**config.mk**
```make
export PLATFORM = sky130hd
export DESIGN_NAME = mm_periph_regs
export DESIGN_NICKNAME = d
export VERILOG_FILES = /design/src/logic/mm_pkg.sv /design/src/logic/mm_periph_regs.sv
export SDC_FILE = /design/constraint.sdc
export NUM_CORES = 1
export LEC_CHECK = 0
export BUFFER_PORTS_ARGS = -buffer_cell sky130_fd_sc_hd__buf_2
export CAP_MARGIN = 30
export CORE_MARGIN = 4
export CORE_UTILIZATION = 48
export CTS_CLUSTER_SIZE = 30
export DETAILED_ROUTE_END_ITERATION = 6
export GPL_ROUTABILITY_DRIVEN = 0
export PLACE_DENSITY_LB_ADDON = 0.25
export SLEW_MARGIN = 20
export SYNTH_ARGS = -nofsm -noshare
export SYNTH_HDL_FRONTEND = slang
export SYNTH_SLANG_ARGS = --single-unit
```
**constraint.sdc**
```tcl
create_clock -name clk_i -period 2.7 [get_ports clk_i]
set_input_delay 0.135 -clock clk_i [delete_from_list [all_inputs] [get_ports clk_i]]
set_output_delay 0.135 -clock clk_i [all_outputs]
set_load 0.02 [all_outputs]
```
**src/logic/mm_pkg.sv**
```systemverilog
// ****************************************
// address map, magic codes, target select
// and debug timer enums, bus word types
// ****************************************

`default_nettype none

package mm_pkg;

    // bus data and address word
    typedef logic [31:0] word_t;
    // one enable bit per byte lane
    typedef logic [3:0] be_t;

    // data port target
    typedef enum logic [2:0] {
        SEL_RAM,
        SEL_PRINT,
        SEL_STATUS,
        SEL_EXIT,
        SEL_DEBUG,
        SEL_NONE
    } sel_e;

    // debug request countdown
    typedef enum logic [1:0] {
        DBG_IDLE,
        DBG_COUNT,
        DBG_FIRE
    } dbg_state_e;

    // pseudo peripheral addresses
    localparam word_t PRINT_ADDR  = 32'h1000_0000;
    localparam word_t STATUS_ADDR = 32'h2000_0000;
    localparam word_t EXIT_ADDR   = 32'h2000_0004;
    localparam word_t DEBUG_ADDR  = 32'h1500_0000;

    // codes written to the status register
    localparam word_t TEST_PASS_MAGIC = 32'd123456789;
    localparam word_t TEST_FAIL_MAGIC = 32'd1;

endpackage

`default_nettype wire
```
**src/logic/mm_periph_regs.sv**
```systemverilog
// ****************************************
// stdout, test status, exit value and
// debug request timer registers
// ****************************************

`timescale 1ns/1ps
`default_nettype none

module mm_periph_regs (
    input  logic          clk_i,
    input  logic          rst_n_i,
    input  logic          wr_i,
    input  mm_pkg::sel_e  sel_i,
    input  mm_pkg::word_t wdata_i,
    output mm_pkg::word_t rdata_o,
    output logic          print_valid_o,
    output logic [7:0]    print_char_o,
    output logic          tests_passed_o,
    output logic          tests_failed_o,
    output logic          exit_valid_o,
    output mm_pkg::word_t exit_value_o,
    output logic          debug_req_o
);

    mm_pkg::dbg_state_e dbg_state_q;
    mm_pkg::word_t      dbg_cnt_q;

    // per target write strobes
    logic wr_print;
    logic wr_status;
    logic wr_exit;
    logic wr_debug;

    assign wr_print  = wr_i && (sel_i == mm_pkg::SEL_PRINT);
    assign wr_status = wr_i && (sel_i == mm_pkg::SEL_STATUS);
    assign wr_exit   = wr_i && (sel_i == mm_pkg::SEL_EXIT);
    assign wr_debug  = wr_i && (sel_i == mm_pkg::SEL_DEBUG);

    // stdout strobe and status / exit flags
    always_ff @(posedge clk_i) begin
        if (!rst_n_i) begin
            print_valid_o  <= 1'b0;
            tests_passed_o <= 1'b0;
            tests_failed_o <= 1'b0;
            exit_valid_o   <= 1'b0;
        end else begin
            // one cycle per print write
            print_valid_o <= wr_print;
            // sticky, non magic values ignored
            if (wr_status && (wdata_i == mm_pkg::TEST_PASS_MAGIC)) begin
                tests_passed_o <= 1'b1;
            end
            if (wr_status && (wdata_i == mm_pkg::TEST_FAIL_MAGIC)) begin
                tests_failed_o <= 1'b1;
            end
            if (wr_exit) begin
                exit_valid_o <= 1'b1;
            end
        end
    end

    // payload registers
    always_ff @(posedge clk_i) begin
        if (wr_print) begin
            print_char_o <= wdata_i[7:0];
        end
        if (wr_exit) begin
            exit_value_o <= wdata_i;
        end
    end

    // debug countdown, a write restarts or cancels it
    always_ff @(posedge clk_i) begin
        if (!rst_n_i) begin
            dbg_state_q <= mm_pkg::DBG_IDLE;
            dbg_cnt_q   <= '0;
        end else if (wr_debug) begin
            dbg_cnt_q   <= wdata_i;
            // zero cancels
            dbg_state_q <= (wdata_i == '0) ? mm_pkg::DBG_IDLE : mm_pkg::DBG_COUNT;
        end else begin
            case (dbg_state_q)
                mm_pkg::DBG_COUNT: begin
                    dbg_cnt_q <= dbg_cnt_q - 1'b1;
                    // last step, pulse lands N edges after the write
                    if (dbg_cnt_q == 32'd1) begin
                        dbg_state_q <= mm_pkg::DBG_FIRE;
                    end
                end
                mm_pkg::DBG_FIRE: dbg_state_q <= mm_pkg::DBG_IDLE;
                default:          dbg_state_q <= mm_pkg::DBG_IDLE;
            endcase
        end
    end

    assign debug_req_o = (dbg_state_q == mm_pkg::DBG_FIRE);

    // read values, print reads zero
    always_comb begin
        case (sel_i)
            mm_pkg::SEL_STATUS: rdata_o = {30'd0, tests_failed_o, tests_passed_o};
            mm_pkg::SEL_EXIT:   rdata_o = exit_value_o;
            mm_pkg::SEL_DEBUG:  rdata_o = dbg_cnt_q;
            default:            rdata_o = '0;
        endcase
    end

endmodule

`default_nettype wire

```
---- Word level (Yosys, flattened, before mapping) ----
Cells that the tools add are included.
word-level totals
  bits in registers ....................... 78
  input bits .............................. 38
  output and inout bits ................... 77
  logic and storage cells ................. 34
cells by class
  add/subtract/negate cells ............... 1
  equality and inequality tests ........... 10
  multiplexer cells ....................... 7
  reduce and logical (&&, ||, !) cells .... 8
operator list
  kind                     number
  $pmux W32 S3             1
  $eq A32 B1 Y1 const B    2
  $mux W32                 2
  $eq A32 B27 Y1 const B   1
  $logic_not A32 Y1        1
  $sub A32 B1 Y32 const B  1
  $eq A3 B2 Y1 const B     2
  $logic_and A1 B1 Y1      6
  $mux W2                  3
  $eq A3 B1 Y1 const B     1
  $eq A3 B3 Y1 const B     1
  $ne A3 B3 Y1 const B     1
  $eq A2 B1 Y1 const B     1
  $eq A2 B2 Y1 const B     1
  $reduce_bool A2 Y1       1
  $mux W1                  1

---- Logic depth before layout (Yosys ltp) ----
  depth in word-level cells ............... 4
  depth in mapped cells ................... 7
  gate-level depth less buffers ........... 7

---- Least setup slack after synthesis ----
Ideal clock, no wire load.
  path kind ............................... reg2reg
  start point ............................. register dbg_cnt_q[0]
  end point ............................... register dbg_cnt_q[25]
  library setup time ...................... 122 ps
  arrival ................................. 2128 ps
  data required time ...................... 2578 ps
  slack ................................... 450 ps
  cell stages (with the launch flop) ...... 7
  buffers on the path ..................... 1
  period minus slack after synthesis ...... 2250 ps
  path through ............................ dfxtp_1 -> or4b_1 -> or3_1 -> buf_2 -> nor4_1 -> nor2_1 -> a311o_1
on the way
  longest elaborated chain between the ends .. 3
ends and longest elaborated chain
  item                      line                  text
  start: declaration        mm_periph_regs.sv:26  mm_pkg::word_t dbg_cnt_q;
  start signal: assignment  mm_periph_regs.sv:78  dbg_cnt_q <= wdata_i;
  start signal: assignment  mm_periph_regs.sv:84  dbg_cnt_q <= dbg_cnt_q - 1'b1;
  $sub A32 B1 Y32           mm_periph_regs.sv:84
  $mux W32                  mm_periph_regs.sv:82  case (dbg_state_q)
  $mux W32                  mm_periph_regs.sv:77  end else if (wr_debug) begin
Every way passes these cells. The select of a mux whose other input is x is not followed.
A chain may end at the register's enable or synchronous reset.

---- Worst setup path in the final report ----
  start point ............................. register dbg_cnt_q[2]
  end point ............................... register dbg_cnt_q[25]
The elaborated chain is that of the path after synthesis.

==> metrics <==
outcome finished clean; Slew HR 61.41%; Synth Cell Area about 3600 sq um; Seq cells post-synth 78; setup ws final roughly 280 ps; placed cell area between 4000 and 5000 sq um; dominant synthesized flop cell edfxtp_1; max frequency between 0.4 and 0.5 GHz; most frequent cell after synthesis edfxtp_1; CTS tree built; Min Clock Period, post-route 2422 ps; Critical Path Max Stage Delay between 500 and 600 ps; vias post-DR approximately 3,200; gr usage total between 20% and 30%; Mean Syn Cell Area approximately 11 sq um; filler instances 631; Final Skew between 10 and 15 ps; Reg2Reg Depth 5; Clock Latency Late Sink 360 ps; share of post-route cells with drive strength above 1 approximately a third; Initial Util 49.73%; Die Y-Extent 94.92 microns; grt ovf 0; drc violations 0; Final Max Slew Viols 0; CTS-repair resized insts 0; largest net degree at the start of global routing 38; final setup vio count 0; Critical Path Source Type flip-flop; Worst-path clk slew ~80 ps; Distinct cells, synth 44; Critical Path Slowest Stage Cell or4_4; port buffer count approximately 110; initial antenna violation count 0; Pleak roughly 0.0018 uW; Storage cell area between 1500 and 2000 sq um; Async S/R FF share, synth 0%; WL/cell around 18 microns; Worst setup EP type flip-flop; Fin. Hold Viols 0; Final #Nets 499; post-route ant nets 0; top cell type's share of synthesized area about a third; pre-CTS setup slack between 200 and 300 ps; drt initial violations approximately 190; clock sinks 78; H-tree levels 3; IO Pins about 120; first-pass GRT wire length roughly 16 mm; Area growth syn-to-layout 27.88%; Hold/Removal Path Class primary input to flip-flop; fin cells roughly 560; RSZ-0062 raised after global routing false; Worst Tran Pin Value 573.6 ps; total wire length between 9 and 10 mm; TNS Setup 0 ps; worst hold path depth 1; hold path start wdata_i[20]; Multi-input gate area ~1600 sq um; Die W 94.92 microns; Crit Path Max Fanout 9; yosys warns 0; placed insts 536; Reg2Reg Launch Point dbg_cnt_q[2]$_SDFFE_PN0P_; DIE AREA 9009 sq um; EDFF count, synth 40; Synth area leader edfxtp_1; diode count 0; HPWL Detailed 7.108 mm; register area share after synthesis a little over half; Post-Syn Instances roughly 340; DR vias/cell 5.760; row count 31; CTS root buf clkbuf_8; vias in the first global route around 3,100; Final Core Density approximately 64%; critical path cell sequence or4_4 > or3_1 > nor4_1 > nor2_1 > a311o_1; CTS Buf Count 9; pwr/cell area between 500 and 600 nW/um^2; share of the cycle needed by the critical path after routing approximately 90%; design area 4637 sq um; Setup CP Type flip-flop to flip-flop; max_cap viols 0; VDD IR max 361.2 uV; Critical Path Start dbg_cnt_q[2]$_SDFFE_PN0P_; top post-synthesis cells by area edfxtp_1 33%, dfxtp_1 21%, a22o_1 7.2%; Synthesized Nets ~380; CP Data Required Time between 2000 and 3000 ps; CTS max path bufs 2; Post-synth top cells 40 x edfxtp_1, 38 x dfxtp_1, 30 x a22o_1; 1st-pass router iterations 4; CP arrival 2670 ps; core area around 7300 sq um
[cell type report]
type	instances	share of cell area, %
clock buffer	10	2.752
clock inverter	6	1.862
tap	99	2.671
multi-input combinational	233	34.11
sequential	78	42.31
timing repair buffer	133	15.97
inverter	4	0.3238
[flip-flops by register name, summed over array words and instances (netlist names)]
signal	flops
print_char_o	8
print_valid_o	1
tests_passed_o	1
exit_value_o	32
tests_failed_o	1
exit_valid_o	1
dbg_state_q	2
dbg_cnt_q	32
[report_power, final]
| part | internal [uW] | switching [uW] |
|---|---|---|
| clock | 519 | 434 |
| sequential | 1300 | 49.1 |
| combinational | 160 | 255 |
[worst paths after layout]
| check | endpoint | slack [ps] |
|---|---|---|
| worst max-delay path | dbg_cnt_q[25]$_SDFFE_PN0P_ | 280 |
| worst min register to register | exit_valid_o$_SDFFE_PN0P_ | 470 |
| worst max register to register | dbg_cnt_q[25]$_SDFFE_PN0P_ | 280 |
| worst min-delay path | exit_value_o[20]$_DFFE_PP_ | 10 |
[metal layers]
| metal | vias to the layer above | GRT usage, % | part of all wire, % |
|---|---|---|---|
| met5 | - | 0 | 0 |
| met4 | 0 | 9.135 | 1.8 |
| met3 | 18 | 3.506 | 8.0 |
| met2 | 132 | 37.87 | 47 |
| met1 | 1554 | 31.12 | 43 |
| li1 | 1539 | - | - |
[per-stage QoR]
step,total power (uW),hold slack (ps)
finish,2713,10.50
global route,2813,10.09
floorplan,1631,233.9
detailed placement,1770,352.4
global placement,1760,352.2
CTS,2714,0.2727
[layout by cell type (no fill, tap or decap), types with 3 or more instances in the layout]
master           n
nor3_1          15
clkbuf_8         9
xnor2_1         20
a22o_1          30
or2_2            4
or4_4            3
a21oi_1         18
edfxtp_1        40
xor2_1           8
nand4_1          6
o21ai_0         17
buf_2          114
dfxtp_1         38
nor2_1          25
dlygate4sd3_1   11
or3_1            4
nor4_1          19
a211oi_1        13
nand2b_1         3
inv_1            3
buf_4            8
nand3_1          5
nand2_1          8
nor2b_1          3
[cells by family after synthesis]
group                      Yosys count  share of synthesized area, %
adders and majority gates            2                        0.6900
muxes                                2                        0.5521
xor gates and xnor gates            28                         6.763
buffers and inverters               24                         2.726
and+or+nand+nor                    114                         18.25
AOI/OAI and AO/OA                   87                         16.91
DFF                                 78                         54.11
[critical path, delay by kind of cell, from the launching register on]
| kind | cells | cell delay (ps) |
|---|---|---|
| AOI/OAI and AO/OA | 1 | 320 |
| and+or+nand+nor | 4 | 1630 |
| DFF | 1 | 360 |
[what timing repair did]
| item | CTS | global route |
|---|---|---|
| endpoints found under the hold margin | 12 | 0 |
| hold buffers | 11 | 0 |
| buffers inserted | 0 | 0 |
Note: power is estimated with default switching activity, not from simulation.
