[src/logic/mm_pkg.sv]
// ****************************************
// address map, magic codes, target select
// and debug timer enums, bus word types
// ****************************************

`default_nettype none

package mm_pkg;

    // bus data and address word
    typedef logic [31:0] word_t;
    // one enable bit per byte lane
    typedef logic [3:0] be_t;

    // data port target
    typedef enum logic [2:0] {
        SEL_RAM,
        SEL_PRINT,
        SEL_STATUS,
        SEL_EXIT,
        SEL_DEBUG,
        SEL_NONE
    } sel_e;

    // debug request countdown
    typedef enum logic [1:0] {
        DBG_IDLE,
        DBG_COUNT,
        DBG_FIRE
    } dbg_state_e;

    // pseudo peripheral addresses
    localparam word_t PRINT_ADDR  = 32'h1000_0000;
    localparam word_t STATUS_ADDR = 32'h2000_0000;
    localparam word_t EXIT_ADDR   = 32'h2000_0004;
    localparam word_t DEBUG_ADDR  = 32'h1500_0000;

    // codes written to the status register
    localparam word_t TEST_PASS_MAGIC = 32'd123456789;
    localparam word_t TEST_FAIL_MAGIC = 32'd1;

endpackage

`default_nettype wire
[src/logic/mm_ifs.sv]
// ****************************************
// mm bus port interface and RAM port
// interface, with their modports
// ****************************************

`timescale 1ns/1ps
`default_nettype none

// one req / gnt / rvalid bus port
interface mm_bus_if;

    logic          req;
    logic          gnt;
    logic          rvalid;
    mm_pkg::word_t addr;
    logic          we;
    mm_pkg::be_t   be;
    mm_pkg::word_t wdata;
    mm_pkg::word_t rdata;

    // requester side
    modport master (
        output req, addr, we, be, wdata,
        input  gnt, rvalid, rdata
    );

    // responder side, gnt combinational from req
    modport slave (
        input  req, addr, we, be, wdata,
        output gnt, rvalid, rdata
    );

endinterface

// one synchronous RAM port, word addressed
interface mm_sram_if #(
    parameter int RAM_ADDR_WIDTH = 12
);

    logic                      en;
    logic                      we;
    mm_pkg::be_t               be;
    // word index, byte offset bits dropped
    logic [RAM_ADDR_WIDTH-3:0] addr;
    mm_pkg::word_t             wdata;
    mm_pkg::word_t             rdata;

    // port controller
    modport ctrl (
        output en, we, be, addr, wdata,
        input  rdata
    );

    // memory array, rdata one cycle after en
    modport mem (
        input  en, we, be, addr, wdata,
        output rdata
    );

endinterface

`default_nettype wire

[src/logic/mm_data_port.sv]
// ****************************************
// data port decode, handshake and read
// mux over RAM and peripherals
// ****************************************

`timescale 1ns/1ps
`default_nettype none

module mm_data_port #(
    parameter int RAM_ADDR_WIDTH = 12
) (
    input  logic            clk_i,
    input  logic            rst_n_i,
    mm_bus_if.slave         bus,
    mm_sram_if.ctrl         mem,
    output logic            per_wr_o,
    output mm_pkg::sel_e    per_sel_o,
    output mm_pkg::word_t   per_wdata_o,
    input  mm_pkg::word_t   per_rdata_i
);

    // first byte address past the RAM
    localparam mm_pkg::word_t RAM_LIMIT = mm_pkg::word_t'(1) << RAM_ADDR_WIDTH;

    mm_pkg::sel_e  sel_d;
    mm_pkg::sel_e  sel_q;
    logic          rvalid_q;
    mm_pkg::word_t per_rdata_q;

    // address decode, RAM window then exact peripheral match
    always_comb begin
        sel_d = mm_pkg::SEL_NONE;
        if (bus.addr < RAM_LIMIT) begin
            sel_d = mm_pkg::SEL_RAM;
        end else if (bus.addr == mm_pkg::PRINT_ADDR) begin
            sel_d = mm_pkg::SEL_PRINT;
        end else if (bus.addr == mm_pkg::STATUS_ADDR) begin
            sel_d = mm_pkg::SEL_STATUS;
        end else if (bus.addr == mm_pkg::EXIT_ADDR) begin
            sel_d = mm_pkg::SEL_EXIT;
        end else if (bus.addr == mm_pkg::DEBUG_ADDR) begin
            sel_d = mm_pkg::SEL_DEBUG;
        end
    end

    // grant everything, unmapped included
    assign bus.gnt = bus.req;

    // RAM only sees its own window
    assign mem.en    = bus.req && (sel_d == mm_pkg::SEL_RAM);
    assign mem.we    = bus.we;
    assign mem.be    = bus.be;
    assign mem.addr  = bus.addr[RAM_ADDR_WIDTH-1:2];
    assign mem.wdata = bus.wdata;

    // peripheral write strobe, unmapped writes dropped here
    assign per_wr_o    = bus.req && bus.we &&
                         (sel_d != mm_pkg::SEL_RAM) && (sel_d != mm_pkg::SEL_NONE);
    assign per_sel_o   = sel_d;
    assign per_wdata_o = bus.wdata;

    // response stage control
    always_ff @(posedge clk_i) begin
        if (!rst_n_i) begin
            rvalid_q <= 1'b0;
            sel_q    <= mm_pkg::SEL_NONE;
        end else begin
            rvalid_q <= bus.req;
            if (bus.req) begin
                sel_q <= sel_d;
            end
        end
    end

    // peripheral value as seen at accept
    always_ff @(posedge clk_i) begin
        if (bus.req) begin
            per_rdata_q <= per_rdata_i;
        end
    end

    assign bus.rvalid = rvalid_q;

    // response mux
    always_comb begin
        case (sel_q)
            mm_pkg::SEL_RAM:  bus.rdata = mem.rdata;
            mm_pkg::SEL_NONE: bus.rdata = '0;
            default:          bus.rdata = per_rdata_q;
        endcase
    end

endmodule

`default_nettype wire

[src/flat_wrapper.sv]
// flat-port wrapper written by rule: the top's interface ports become plain ports
module mm_data_port_flat 
#(
    parameter int RAM_ADDR_WIDTH = 12
)
  (clk_i, rst_n_i, per_wr_o, per_sel_o, per_wdata_o, per_rdata_i, bus_req, bus_addr, bus_we, bus_be, bus_wdata, bus_gnt, bus_rvalid, bus_rdata, mem_en, mem_we, mem_be, mem_addr, mem_wdata, mem_rdata);
  mm_bus_if bus_i ();
  mm_sram_if #(.RAM_ADDR_WIDTH(RAM_ADDR_WIDTH)) mem_i ();
  input  logic clk_i;
  input  logic rst_n_i;
  output logic per_wr_o;
  output mm_pkg::sel_e per_sel_o;
  output mm_pkg::word_t per_wdata_o;
  input  mm_pkg::word_t per_rdata_i;
  input wire logic [$bits(bus_i.req)-1:0] bus_req;
  input wire logic [$bits(bus_i.addr)-1:0] bus_addr;
  input wire logic [$bits(bus_i.we)-1:0] bus_we;
  input wire logic [$bits(bus_i.be)-1:0] bus_be;
  input wire logic [$bits(bus_i.wdata)-1:0] bus_wdata;
  output wire logic [$bits(bus_i.gnt)-1:0] bus_gnt;
  output wire logic [$bits(bus_i.rvalid)-1:0] bus_rvalid;
  output wire logic [$bits(bus_i.rdata)-1:0] bus_rdata;
  output wire logic [$bits(mem_i.en)-1:0] mem_en;
  output wire logic [$bits(mem_i.we)-1:0] mem_we;
  output wire logic [$bits(mem_i.be)-1:0] mem_be;
  output wire logic [$bits(mem_i.addr)-1:0] mem_addr;
  output wire logic [$bits(mem_i.wdata)-1:0] mem_wdata;
  input wire logic [$bits(mem_i.rdata)-1:0] mem_rdata;
  assign bus_i.req = bus_req;
  assign bus_i.addr = bus_addr;
  assign bus_i.we = bus_we;
  assign bus_i.be = bus_be;
  assign bus_i.wdata = bus_wdata;
  assign bus_gnt = bus_i.gnt;
  assign bus_rvalid = bus_i.rvalid;
  assign bus_rdata = bus_i.rdata;
  assign mem_en = mem_i.en;
  assign mem_we = mem_i.we;
  assign mem_be = mem_i.be;
  assign mem_addr = mem_i.addr;
  assign mem_wdata = mem_i.wdata;
  assign mem_i.rdata = mem_rdata;
  mm_data_port #(.RAM_ADDR_WIDTH(RAM_ADDR_WIDTH)) u_core (.clk_i(clk_i), .rst_n_i(rst_n_i), .bus(bus_i), .mem(mem_i), .per_wr_o(per_wr_o), .per_sel_o(per_sel_o), .per_wdata_o(per_wdata_o), .per_rdata_i(per_rdata_i));
endmodule
[config.mk]
export PLATFORM = sky130hd
export DESIGN_NAME = mm_data_port_flat
export DESIGN_NICKNAME = d
export VERILOG_FILES = /design/src/logic/mm_pkg.sv /design/src/logic/mm_ifs.sv /design/src/logic/mm_data_port.sv /design/src/flat_wrapper.sv
export SDC_FILE = /design/constraint.sdc
export NUM_CORES = 1
export LEC_CHECK = 0
export BUFFER_PORTS_ARGS = -buffer_cell sky130_fd_sc_hd__buf_2
export CAP_MARGIN = 20
export CORE_AREA = 2 2 100 102
export DETAILED_ROUTE_END_ITERATION = 6
export DIE_AREA = 0 0 102 104
export PLACE_DENSITY = 0.58
export SETUP_SLACK_MARGIN = 0.3
export SYNTH_ARGS = -nofsm -noshare
export SYNTH_HDL_FRONTEND = slang
export SYNTH_SLANG_ARGS = --single-unit
[constraint.sdc]
create_clock -name clk_i -period 1.7 [get_ports clk_i]
set_clock_uncertainty 0.1 [all_clocks]
set_input_delay 0.17 -clock clk_i [delete_from_list [all_inputs] [get_ports clk_i]]
set_output_delay 0.17 -clock clk_i [all_outputs]
set_load 0.03 [all_outputs]
# Word-level counts from Yosys, hierarchy flattened
# Index checks and enable logic that the tools add are counted.
# totals
register_bits	36
word_cells	23
# classes
n_lt_le_gt_ge	1
eq_ne	6
mux	6
n_reduce_logical	7
# op_table
cell	count
$eq 32x29->1 const B	2
$eq 32x30->1 const B	2
$pmux 32 s2	1
$lt 32x13->1 const B	1
$mux 3	4
$logic_not 3->1	2
$logic_and 1x1->1	4
$eq 3x3->1 const B	1
$ne 3x3->1 const B	1
$reduce_bool 3->1	1
$mux 1	1

# Logic depth before layout (Yosys ltp)
# logic_depth
depth_word	9
mapped_depth	4

# Least setup slack after synthesis
# OpenSTA, ideal clock, no wires.
# synth_timing
kind	input to output
start	input port bus_addr[12]
end	output port per_wr_o
t_arrival_ns	1.942
required_time_ns	1.430
path_slack_ns	-0.512
path_stages	3
path_buffers	0
cell_sequence	or4_4 -> nand4b_4 -> nor4_1
# synth_via
elab_chain_len	9
word_cells_on_any_way	14
cone_classes	1 x order compare; 5 x eq/ne; 5 x mux; 3 x reduce/logical
# synth_lines
element	line	rtl
start: declaration	flat_wrapper.sv:16	input wire logic [$bits(bus_i.addr)-1:0] bus_addr;
branches (longest 5 deep; another with $lt 32x13->1)	n/a	
$mux 3 *	mm_data_port.sv:33	if (bus.addr < RAM_LIMIT) begin
$reduce_bool 3->1	mm_data_port.sv:58	(sel_d != mm_pkg::SEL_RAM) && (sel_d != mm_pkg::SEL_NONE);
$logic_and 1x1->1	mm_data_port.sv:57	assign per_wr_o = bus.req && bus.we &&
$logic_and 1x1->1 *	mm_data_port.sv:58	
end: declaration	flat_wrapper.sv:11	output logic per_wr_o;
# Mark *: on every way between the ends.

# Final worst setup path
# layout_timing
start	input port bus_addr[14]
end	output port per_wr_o
# Same word-level chain as after synthesis.

==> qor.txt <==
status - finished, violations left
failing checks - setup timing
CTS sink cnt - 36
worst endpoint required time - 1.43 ns
die width - 102 um
Clock Tree Buf Depth - 2
Iteration-0 DRC Markers - 58
Sw Ratio - 0.276
Cells after DPL - 409
number of library cell types mapped by synthesis - 30
Initial Util - 0.238
Period minus WS final - 1.77 ns
CP Class - input port to output pin
Area contributors post-synth - edfxtp_1, buf_4, a22o_1
peak supply drop - 0.000301 V
Final nets - 457
hpwl dp - 5.33 mm
Leakage - 1.63 nW
Setup crit start kind - input port
syn_area_per_cell - 11.6 um2
Core ar. - 9550 um2
hold path depth - 0
maximum clock frequency - 563 MHz
sequential power share - 0.481
top-area cell type share of the netlist area - 0.422
DP Area - 2790 um2
Setup TNS Final - -1.39 ns
Final Non-Filler Cells - 455
Clk pwr share - 0.291
Commonest cells post-synth - buf_4, a22o_1, edfxtp_1
number of global-route vias before repair - 1,930
WP buf/inv - 3
Final ANT Viol Nets - 0
TritonCTS Buffers - 5
design area - 3660 um2
Detailed Route WL - 7.29 mm
CTS tree - done
Top cell by count, worst path - buf_6
Synth Instances - 197
most frequent cell after synthesis - buf_4
Internal - 1.58 mW
EDFF count, synth - 32
# diodes - 0
1st-pass router iterations - 4
Final Hold Viols - 0
relative slew slack - 0.745
Synth Warn # - 0
port bufs - 149
DIE HEIGHT - 104 um
RSZ-0062 raised after global routing - yes
setup slack after layout - -0.0747 ns
crit share post-route - 1.04
layout cells sized above 1 - 0.714
Crit. path cell count - 6
Slowest-stage cell, CP - or4_4
Worst Tran Pin Value - 0.379 ns
initial antenna violation count - 1
Final Max Slew Viols - 0
crit path cell chain - buf_6, or4_4, nand4b_4, buf_6, nor4_4, buf_6
die area - 10,600 um2
Skew-Pair Late Insertion Delay - 0.29 ns
first-pass GRT wire length - 9.92 mm
sw power - 605 uW
Syn Nets - 333
mapped cell area - 2280 um2
Residual DRC - 0
critical path arrival - 1.50 ns
crit end category - output pin
GRT Total Usage - 0.121
H-tree levels - 2
Max Cap Violations - 0
Ports - 254
worst min path class - input port to output pin
crit-path leading delay family - simple AND/OR/NAND/NOR gates
max incr delay on CP - 0.55 ns
CTS root buffer - clkbuf_8
Area Growth Syn to Fin - 60.9%
R2R depth - 2
area leader, netlist - edfxtp_1
routability cong. - 0.761
register area share after synthesis - 0.457
Comb pwr share - 0.228
GRT Residual Overflow - 0
Vias - 1,940
vias per std cell - 4.26
synthesized flop and latch total - 36
Hold Slack - 0.240 ns
Async SR Flop Fraction - 0
drt wl/cell - 16.0 um
FP Rows - 36
largest net degree at the start of global routing - 39
final count of negative-setup-slack endpoints - 35
main flop type after synthesis - edfxtp_1
PwrDens - 598 nW/um2
CP max FO - 3
-- flip-flops by register name, indices dropped and copies added, names as in the netlist --
register / flops
u_core.sel_q: 3
u_core.per_rdata_q: 32
u_core.bus.rvalid: 1
-- final cells by class --
cell class	instances	area [um2]
Timing Repair Buffer	203	1580
Tap cell	133	166
Sequential cell	36	1050
Clock inverter	3	23.8
Clock buffer	5	68.8
Inverter	2	7.51
Multi-Input combinational cell	73	777
Fill cell	949	5880
-- routing by layer --
| metal | vias up | GRT usage | wire [um] |
|---|---|---|---|
| met2 | 137 | 0.238 | 4080 |
| met3 | 6 | 0.0370 | 739 |
| met1 | 896 | 0.120 | 2410 |
| met4 | 2 | 0.0295 | 45 |
| li1 | 899 | - | - |
| met5 | - | 0 | 11 |
-- path summary, 6_finish.rpt --
kind | start | slack (ns) | to
setup / recovery | bus_addr[14] | -0.07 | per_wr_o
hold / removal | bus_be[2] | 0.24 | mem_be[2]
setup reg to reg | u_core.sel_q[1] | 0.78 | u_core.sel_q[1]
hold reg to reg | u_core.sel_q[0] | 0.47 | u_core.sel_q[0]
-- stage by stage --
step	setup WS, ns	total power [mW]	utilization
4_1_cts	-0.0684	2.19	0.353
3_5_place_dp	-0.160	1.44	0.292
2_1_floorplan	0.0604	1.54	-
6_report	-0.0747	2.19	0.384
5_1_grt	-0.120	2.31	0.384
3_3_place_gp	-0.139	1.43	0.292
-- cells in the final DEF, fill, tap and decap left out, types with 2 or more instances in the layout --
cell	instances
inv_1	2
clkbuf_8	5
buf_12	3
buf_6	49
dlygate4sd3_1	33
clkinvlp_4	2
nor4_4	6
edfxtp_1	32
a22o_2	30
nor3_1	3
buf_2	108
nand3_1	2
a22o_1	3
nor3_4	2
dfxtp_1	2
buf_4	9
nor2_1	4
-- logic make-up (layout without fill, tap and decap cells) --
group | Yosys count | in the layout | share of synthesized area
simple gates | 30 | 30 | 0.100
flops | 36 | 36 | 0.457
xor+xnor | 2 | 2 | 0.00769
buf+inv | 88 | 213 | 0.277
compound gates | 41 | 41 | 0.158
-- power by group through the flow --
stage	Combinational (mW)	Clock [mW]	Sequential [mW]
after global routing	0.529	0.720	1.06
after global placement	0.363	0	1.07
after CTS	0.448	0.685	1.05
final	0.499	0.638	1.05
after floorplan	0.474	0	1.07
after detailed placement	0.368	0	1.07
-- what timing repair did --
action / in CTS / in global routing
endpoints found under the setup margin: 38 / 38
gates cloned: 0 / 1
hold endpoints to repair: 33 / 0
gates resized for setup: 41 / 88
hold buffers: 33 / 0
setup buffers: 3 / 1
pin swaps: 4 / 6
-- worst register-to-register path, delay by kind of cell, from the launching register on --
family / cells / cell delay, ns
AND/OR/NAND/NOR: 1 / 0.14
AO/OA/AOI/OAI: 1 / 0.23
flip-flops: 1 / 0.35
(Power assumes the default switching activity.)
